## config.mk

```make
export PLATFORM = sky130hd
export DESIGN_NAME = cache_cntrl
export DESIGN_NICKNAME = d
export VERILOG_FILES = /design/src/verilog/mem_system_pkg.sv /design/src/verilog/cache_cntrl.sv
export SDC_FILE = /design/constraint.sdc
export NUM_CORES = 1
export LEC_CHECK = 0
export ABC_CLOCK_PERIOD_IN_PS = 3800
export BUFFER_PORTS_ARGS = -buffer_cell sky130_fd_sc_hd__buf_2
export CAP_MARGIN = 20
export CORE_ASPECT_RATIO = 0.5
export CORE_MARGIN = 5
export CORE_UTILIZATION = 44
export CTS_CLUSTER_SIZE = 16
export DETAILED_ROUTE_END_ITERATION = 12
export PLACE_DENSITY_LB_ADDON = 0.2
export SLEW_MARGIN = 20
export SYNTH_ARGS = -nofsm -noshare
export SYNTH_HDL_FRONTEND = slang
export SYNTH_SLANG_ARGS = --single-unit
```

## constraint.sdc

```tcl
create_clock -name clk -period 3.8 [get_ports clk]
set_clock_uncertainty 0.1 [all_clocks]
set_input_delay 0.57 -clock clk [delete_from_list [all_inputs] [get_ports clk]]
set_output_delay 0.57 -clock clk [all_outputs]
set_load 0.01 [all_outputs]
```

## src/verilog/mem_system_pkg.sv

```systemverilog
`default_nettype none

package mem_system_pkg;

   localparam int ADDR_W = 16;
   localparam int DATA_W = 16;
   localparam int TAG_W = 5;
   localparam int INDEX_W = 8;
   localparam int SEL_W = 2;
   localparam int LINES = 256;
   localparam int WORDS_PER_LINE = 4;

   // Word-addressed backing store
   localparam int MEM_WORDS = 32768;
   localparam int MEM_ADDR_W = $clog2(MEM_WORDS);
   localparam int MEM_LATENCY = 2;
   localparam int BANK_BUSY = 4;
   localparam int BANKS = 4;
   localparam int BANK_W = $clog2(BANKS);
   localparam int BUSY_CNT_W = $clog2(BANK_BUSY + 1);

   typedef logic [DATA_W-1:0] word_t;
   typedef logic [ADDR_W-1:0] addr_t;
   typedef logic [TAG_W-1:0] tag_t;
   typedef logic [INDEX_W-1:0] index_t;
   typedef logic [BUSY_CNT_W-1:0] busy_cnt_t;

   typedef struct packed {
      logic valid;
      logic dirty;
      tag_t tag;
   } tag_entry_t;

endpackage

`default_nettype wire
```

## src/verilog/cache_cntrl.sv

```systemverilog
`timescale 1ns/1ps
`default_nettype none

module cache_cntrl (
   input  logic                                  clk,
   input  logic                                  reset,
   input  mem_system_pkg::addr_t                 addr,
   input  mem_system_pkg::word_t                 data_in,
   input  logic                                  rd,
   input  logic                                  wr,
   output mem_system_pkg::index_t                cache_index,
   output logic [mem_system_pkg::SEL_W-1:0]      cache_sel,
   output mem_system_pkg::tag_t                  cache_tag,
   output mem_system_pkg::word_t                 cache_wdata,
   output logic                                  cache_write,
   output logic                                  cache_mark_dirty,
   output logic                                  cache_fill_tag,
   input  mem_system_pkg::word_t                 cache_rdata,
   input  logic                                  line_hit,
   input  logic                                  line_dirty,
   input  mem_system_pkg::tag_t                  victim_tag,
   output logic [mem_system_pkg::MEM_ADDR_W-1:0] mem_addr,
   output mem_system_pkg::word_t                 mem_wdata,
   output logic                                  mem_rd,
   output logic                                  mem_wr,
   input  mem_system_pkg::word_t                 mem_rdata,
   input  logic                                  mem_rvalid,
   input  logic [mem_system_pkg::BANKS-1:0]      mem_busy,
   output logic                                  done,
   output logic                                  stall,
   output logic                                  cache_hit,
   output logic                                  err,
   output mem_system_pkg::word_t                 result,
   output logic                                  result_valid
);

   import mem_system_pkg::*;

   typedef enum logic [2:0] {
      st_idle,
      st_lookup,
      st_writeback,
      st_wait_bank,
      st_fill,
      st_finish
   } state_t;

   state_t           state;
   state_t           state_nxt;
   addr_t            req_addr;
   word_t            req_data;
   logic             req_rd;
   logic             req_bad;
   tag_t             req_tag;
   index_t           req_index;
   logic [SEL_W-1:0] req_sel;
   logic [SEL_W:0]   issue_cnt;
   logic [SEL_W-1:0] rcv_cnt;
   logic             accept;
   logic             bank_free;
   logic             last_word;

   assign req_tag = req_addr[ADDR_W-1 -: TAG_W];
   assign req_index = req_addr[SEL_W+1 +: INDEX_W];
   assign req_sel = req_addr[1 +: SEL_W];

   assign accept = (state == st_idle) && (rd || wr);
   // Word n of a line always lives in bank n
   assign bank_free = ~mem_busy[issue_cnt[SEL_W-1:0]];
   assign last_word = mem_rvalid && (rcv_cnt == '1);

   always_ff @(posedge clk) begin
      if (accept) begin
         req_addr <= addr;
         req_data <= data_in;
         req_rd <= rd;
         req_bad <= addr[0] | (rd & wr);
      end
   end

   always_ff @(posedge clk) begin
      if (reset) begin
         state <= st_idle;
         issue_cnt <= '0;
         rcv_cnt <= '0;
      end else begin
         state <= state_nxt;
         if (state == st_lookup || state == st_wait_bank) begin
            issue_cnt <= '0;
            rcv_cnt <= '0;
         end else begin
            if (mem_rd || mem_wr) begin
               issue_cnt <= issue_cnt + 1'b1;
            end
            if (state == st_fill && mem_rvalid) begin
               rcv_cnt <= rcv_cnt + 1'b1;
            end
         end
      end
   end

   always_comb begin
      state_nxt = state;
      done = 1'b0;
      cache_hit = 1'b0;
      err = 1'b0;
      cache_write = 1'b0;
      cache_mark_dirty = 1'b0;
      cache_fill_tag = 1'b0;
      cache_sel = req_sel;
      cache_wdata = req_data;
      mem_addr = {req_tag, req_index, issue_cnt[SEL_W-1:0]};
      mem_rd = 1'b0;
      mem_wr = 1'b0;
      result_valid = 1'b0;
      case (state)
         st_idle: begin
            if (accept) begin
               state_nxt = st_lookup;
            end
         end
         st_lookup: begin
            if (req_bad) begin
               done = 1'b1;
               err = 1'b1;
               state_nxt = st_idle;
            end else if (line_hit) begin
               done = 1'b1;
               cache_hit = 1'b1;
               cache_write = ~req_rd;
               cache_mark_dirty = ~req_rd;
               result_valid = req_rd;
               state_nxt = st_idle;
            end else if (line_dirty) begin
               state_nxt = st_writeback;
            end else begin
               state_nxt = st_fill;
            end
         end
         st_writeback: begin
            // Victim goes back under its own tag
            cache_sel = issue_cnt[SEL_W-1:0];
            mem_addr = {victim_tag, req_index, issue_cnt[SEL_W-1:0]};
            mem_wr = bank_free;
            if (bank_free && issue_cnt[SEL_W-1:0] == '1) begin
               state_nxt = st_wait_bank;
            end
         end
         st_wait_bank: begin
            if (!mem_busy[0]) begin
               state_nxt = st_fill;
            end
         end
         st_fill: begin
            mem_rd = bank_free && !issue_cnt[SEL_W];
            cache_sel = rcv_cnt;
            cache_wdata = mem_rdata;
            cache_write = mem_rvalid;
            if (last_word) begin
               cache_fill_tag = 1'b1;
               state_nxt = st_finish;
            end
         end
         st_finish: begin
            done = 1'b1;
            cache_write = ~req_rd;
            cache_mark_dirty = ~req_rd;
            result_valid = req_rd;
            state_nxt = st_idle;
         end
         default: state_nxt = st_idle;
      endcase
   end

   assign stall = (state != st_idle);
   assign cache_index = req_index;
   assign cache_tag = req_tag;
   assign mem_wdata = cache_rdata;
   assign result = cache_rdata;

endmodule

`default_nettype wire

```

Word level (Yosys, flattened, before mapping)
Index checks and enable logic that the tools add are counted.
Word-level totals
  bits in registers: 42
  bits of input ports: 80
  output and inout bits: 88
  word-level logic and storage cells: 69
Operators by class
  add/subtract/negate cells: 2
  order comparisons: 1
  equal/unequal tests: 11
  multiplexer cells: 31
  bitwise gates (word level): 4
  reduce and logical (&&, ||, !) cells: 13
Operators with widths (number)
  $mux 3: 7
  $mux 16: 1
  $mux 1: 15
  $mux 15: 1
  $pmux 3 s5: 1
  $ne 2x2->1 const B: 4
  $eq 3x2->1 const B: 2
  $eq 3x3->1 const B: 2
  $pmux 1 s2: 3
  $logic_and 1x1->1: 5
  $eq 2x2->1 const B: 2
  $pmux 2 s2: 1
  $reduce_and 4->1: 1
  $add 3x1->3 const B: 1
  $eq 3x1->1 const B: 1
  $logic_not 3->1: 1
  $logic_or 1x1->1: 3
  $lt 2x3->1 const B: 1
  $pmux 1 s3: 1
  $reduce_bool 3->1: 1
  $add 2x1->2 const B: 1
  $bmux 1 s2: 1
  $not 1->1: 2
  $reduce_or 2->1: 1
  other kinds (3): 3

Depth between registers and ports, before layout
  depth in word-level cells: 6
  depth in mapped cells: 7
  depth with buffers taken out: 6

Worst setup path after synthesis
No wires, ideal clock.
  path kind: register to register
  from: register state[1]
  to: register req_addr[10], enable pin
  library setup time: 0.424 ns
  arrival: 2.090 ns
  required time: 3.276 ns
  path slack: 1.186 ns
  stages on the path, launching flop included: 5
  path buffers: 1
  period minus slack after synthesis: 2.614 ns
  cells stage by stage: dfxtp_1 -> buf_6 -> nor2_1 -> nand2_1 -> nor2_1
On the way
  cells in the longest elaborated chain, start to end: 2
Ends and longest elaborated chain
  start: declaration: line cache_cntrl.sv:48  | state_t state;
  start signal: assignment: line cache_cntrl.sv:83  | state <= st_idle;
  start signal: assignment: line cache_cntrl.sv:87  | state <= state_nxt;
  $logic_not 3->1: line cache_cntrl.sv:67  | assign accept = (state == st_idle) && (rd || wr);
  $logic_and 1x1->1: line cache_cntrl.sv:67
  net accept: line cache_cntrl.sv:59  | logic accept;
  end signal: assignment: line cache_cntrl.sv:74  | req_addr <= addr;
  end: declaration: line cache_cntrl.sv:50  | addr_t req_addr;
The timed path passes the listed nets, and every way through them passes these cells.
A chain may end at the register's enable or synchronous reset.

Final worst setup path
  from: register state[2]
  to: output mem_rd
On the way
  cells in the longest elaborated chain, start to end: 2
Ends and longest elaborated chain
  $eq 3x3->1: line cache_cntrl.sv:116  | case (state)
  $mux 1: line cache_cntrl.sv:116
  end: declaration: line cache_cntrl.sv:24  | output logic mem_rd,
Every way passes these cells.

==> run summary <==
The post-synthesis sequential area ratio is 0.5016. 0 antenna diodes ended up in the layout. STA classifies the critical path startpoint as a register. Relative to the synthesized area, the layout overhead comes to 14.78%. Global routing finished with a remaining overflow of 0.

The via count of the first global-routing pass came out at roughly 1800. IR analysis of the VDD net gives a maximum drop of between 300 and 400 µV. Along the worst hold path, the cell count comes to 2. The number of distinct library cells after synthesis came out at 34.

The path class of the lowest-slack min-delay path is in2reg. For this run, design rule violations remaining after detail routing come to 0. For the worst setup path, the data arrival time is between 2000 and 2500 ps. For this block, the via count after detailed routing is 1779. The post-synthesis mux area share came out at 0.01745. The pin count of the biggest net entering global routing came out at 34. Ranked by total cell area, the synthesized netlist is headed by sky130_fd_sc_hd__edfxtp_1, sky130_fd_sc_hd__buf_4, sky130_fd_sc_hd__nand2_1.

The clock latency on the worst-skew pair came out at 290 ps. The worst register-to-register path ends at issue_cnt[2]$_SDFFE_PP0P_. Of the total synthesized cell area, the portion taken by XOR and XNOR cells is 0.007634. The cell family contributing the most delay on the critical path is simple AND/OR/NAND/NOR gates. The startpoint identified for the worst register-to-register timing path is state[2]$_SDFFE_PP0P_. The compound-gate portion of the synthesized area came to 0.06270. The netlist area before placement is around 2300 µm². The slack of the worst reg-to-reg path came out at between 1500 and 2000 ps.

After synthesis, the largest family of logic cells by area is buffers and inverters. The routed wirelength normalized by instance count is 14.30 µm. The net count after synthesis came out at 320.

The leakage dissipation came out at roughly 1.3 nW. The area of the die is 6847 µm². The final-report hold violation count is 0.

For this design, the sink count on the clock tree is 41. The number of cells on the worst reg-to-reg path is 6. The largest driver fanout on the critical path is 13. The core box area came out at around 5000 µm².

The width of the die came out at between 100 and 150 µm. The number of buffers added to fix hold violations after cts is 0. The signal on the critical path passes through nor3b_2, buf_4, nand2b_1, nor2_1, buf_2. The number of I/O port buffers is approximately 120. The root buffer cell chosen for the clock tree is sky130_fd_sc_hd__clkbuf_8.

The total global-route track usage is 0.1526. The initial antenna violation count is 0. The average vias per placed instance came out at ~4.8. STA classifies the critical path endpoint as a primary output. The count of max-cap constraint violations is 0. The weighted congestion reported at the end of routability-driven placement is slightly above 0.7.

The ratio of total power to cell area came out at about 660 nW/µm². The standard cell with the maximum stage delay on the critical path is sky130_fd_sc_hd__nor3b_2. The maximum operating frequency is 0.3661 GHz. The vertical die dimension is 61.07 µm. The minimum clock period came out at ~2700 ps.

The number of resized instances in the post-cts repair step is 0. TritonCTS built the clock tree. The run finished with clean final reports.

The standard-cell row count came out at 18. For this run, the slowest stage of the critical path takes between 600 and 700 ps. The startpoint of the lowest-slack hold path is reset.

The transition time at the pin with the least slew margin is 910.7 ps. The top-level port count is between 150 and 200. The accumulated negative setup slack is 0 ps. Measured against its own limit, the worst slew margin works out to 0.3915. The Yosys step of the flow raised 0 warnings. The number of setup violations in the final report is 0.

The flop and latch count out of synthesis is 41. After technology mapping, the gate count stands at about 240. The iteration count of the initial detailed-routing pass is 4. The share of the cycle needed by the critical path after routing is 0.7188. The library cell occupying the most area in the post-synthesis netlist is sky130_fd_sc_hd__edfxtp_1. The final layout net count came out at roughly 380. The adder-cell share of the synthesized area is 0.01091. The post-layout utilization of the core came out at 0.5292. The end of the worst hold path is state[2]$_SDFFE_PP0P_.

A synthesized cell averages a little under 10 µm². The number of buffers and inverters on the critical path came out at 2. The first global-routing pass estimated ~8.3 mm of wire. The fraction of final layout cells sized beyond drive strength 1 came out at 0.4356.

The routed wire length came out at 5.334 mm. The worst setup path is of the reg2out kind. The starting density of the core came out at 0.4610. The final count of pins violating max slew is 0. The number of CTS-inserted buffers is 5. The number of buffers between clock root and the deepest sink came out at 2.

The fraction of the mapped netlist area in simple logic gates came out at 0.1903. The post-CTS setup buffer count came out at 0. The half-perimeter wire length after detailed placement is ~4.3 mm.

Setup repair after global routing left no endpoint under its margin. The first routing iteration left 54 violations. The share of synthesized area in the top cell type comes to 0.4318. The H-tree generated during clock tree synthesis spans 2 levels. The remaining number of nets flagged by the antenna check after routing came out at 0.

At the worst endpoint, the required time is between 3000 and 4000 ps. The clock slew seen by the registers of the worst setup and hold paths is ~80 ps.
## cell usage after synthesis
| library cell | instances |
|---|---|
| sky130_fd_sc_hd__a211oi_1 | 1 |
| sky130_fd_sc_hd__a21boi_0 | 1 |
| sky130_fd_sc_hd__a21o_1 | 1 |
| sky130_fd_sc_hd__a21oi_1 | 5 |
| sky130_fd_sc_hd__a21oi_2 | 2 |
| sky130_fd_sc_hd__a221o_1 | 1 |
| sky130_fd_sc_hd__a22oi_1 | 3 |
| sky130_fd_sc_hd__a311oi_1 | 1 |
| sky130_fd_sc_hd__and2_1 | 1 |
| sky130_fd_sc_hd__and2b_1 | 1 |
| sky130_fd_sc_hd__buf_2 | 3 |
| sky130_fd_sc_hd__buf_4 | 55 |
| sky130_fd_sc_hd__buf_6 | 3 |
| sky130_fd_sc_hd__clkbuf_1 | 2 |
| sky130_fd_sc_hd__dfxtp_1 | 8 |
| sky130_fd_sc_hd__edfxtp_1 | 33 |
| sky130_fd_sc_hd__ha_1 | 2 |
| sky130_fd_sc_hd__inv_1 | 3 |
| sky130_fd_sc_hd__mux2i_1 | 4 |
| sky130_fd_sc_hd__nand2_1 | 72 |
| sky130_fd_sc_hd__nand2b_1 | 3 |
| sky130_fd_sc_hd__nand3_1 | 5 |
| sky130_fd_sc_hd__nor2_1 | 14 |
| sky130_fd_sc_hd__nor2b_1 | 2 |
| sky130_fd_sc_hd__nor3_1 | 1 |
| sky130_fd_sc_hd__nor3b_1 | 2 |
| sky130_fd_sc_hd__nor3b_2 | 1 |
| sky130_fd_sc_hd__o2111ai_1 | 1 |
| sky130_fd_sc_hd__o21a_1 | 1 |
| sky130_fd_sc_hd__o21ai_0 | 2 |
| sky130_fd_sc_hd__o221a_1 | 1 |
| sky130_fd_sc_hd__or4_4 | 1 |
| sky130_fd_sc_hd__xnor2_1 | 1 |
| sky130_fd_sc_hd__xor2_1 | 1 |
## how the worst max path moves through the flow
stage                     slack [ps]  cells past startpoint                      to                  start
after floorplan                 1190                      4  req_addr[10]$_DFFE_PP_  state[1]$_SDFFE_PP0P_
after global placement          1430                      5             cache_write  state[2]$_SDFFE_PP0P_
after detailed placement        1380                      5                  mem_rd  state[2]$_SDFFE_PP0P_
after CTS                       1040                      5                  mem_rd  state[2]$_SDFFE_PP0P_
after global routing             850                      5             cache_write  state[2]$_SDFFE_PP0P_
final                           1070                      5                  mem_rd  state[2]$_SDFFE_PP0P_
## flip-flops by register name (all words and copies together) (netlist names)
signal     flops
rcv_cnt        2
req_bad        1
state          3
req_addr      15
req_rd         1
issue_cnt      3
req_data      16
## stage by stage
step / setup WS (ps) / instance area [µm²] / power [W] / hold WS (ps) / cells
floorplan: 1186 / 2295 / 0.001270 / 338.6 / 238
global placement: 1428 / 2524 / 0.001415 / 353.2 / 365
detailed placement: 1376 / 2524 / 0.001423 / 369.7 / 365
CTS: 1042 / 2634 / 0.001775 / 338.1 / 373
global route: 851.6 / 2634 / 0.001870 / 325.8 / 373
finish: 1069 / 2634 / 0.001745 / 345.9 / 373
## cells by family after synthesis
group / Yosys count
AND/OR/NAND/NOR: 103
buffers and inverters: 66
flip-flops: 41
AO/OA/AOI/OAI: 20
multiplexers: 4
XOR/XNOR: 2
adder cells (fa/ha/maj): 2
## worst register-to-register path: cells and delay by family (launching register included)
family | cells | cell delay, ps
compound gates | 3 | 560
buf+inv | 1 | 310
flops | 1 | 480
simple gates | 2 | 740
## report_power, final
group	total, W	switching [W]	internal (W)
logic	0.000672	0.000412	0.000260
registers	0.000730	0.0000694	0.000661
clock network	0.000343	0.000150	0.000193
total	0.00175	0.000631	0.00111
## metal layers
layer / track usage / vias up / share of wire
met1: 0.1698 / 788 / 0.37
met5: 0 / - / 0
met3: 0.07066 / 17 / 0.13
met4: 0.05993 / 0 / 0.013
li1: - / 865 / -
met2: 0.2650 / 109 / 0.49
## layout make-up
cell class / instances / area [µm²]
well taps: 70 / 87.58
fillers: 475 / 2344
clock inverters: 3 / 41.29
repair buffers: 120 / 603.1
multi-input cells: 131 / 670.6
flip-flops and latches: 41 / 1151
clock buffers: 5 / 68.82
inverters: 3 / 11.26
## layout by cell type (no fill, tap or decap), drive strengths merged, types with 2 or more instances in the layout
cell and instances:
a21oi 7, o21ai 2, edfxtp 33, a22oi 3, inv 3, ha 2
nor2b 2, nand2b 3, clkbuf 5, dfxtp 8, buf 120, mux2i 4
nand3 5, nand2 72, nor2 14, nor3b 3
Power figures use the tool's default switching activity.
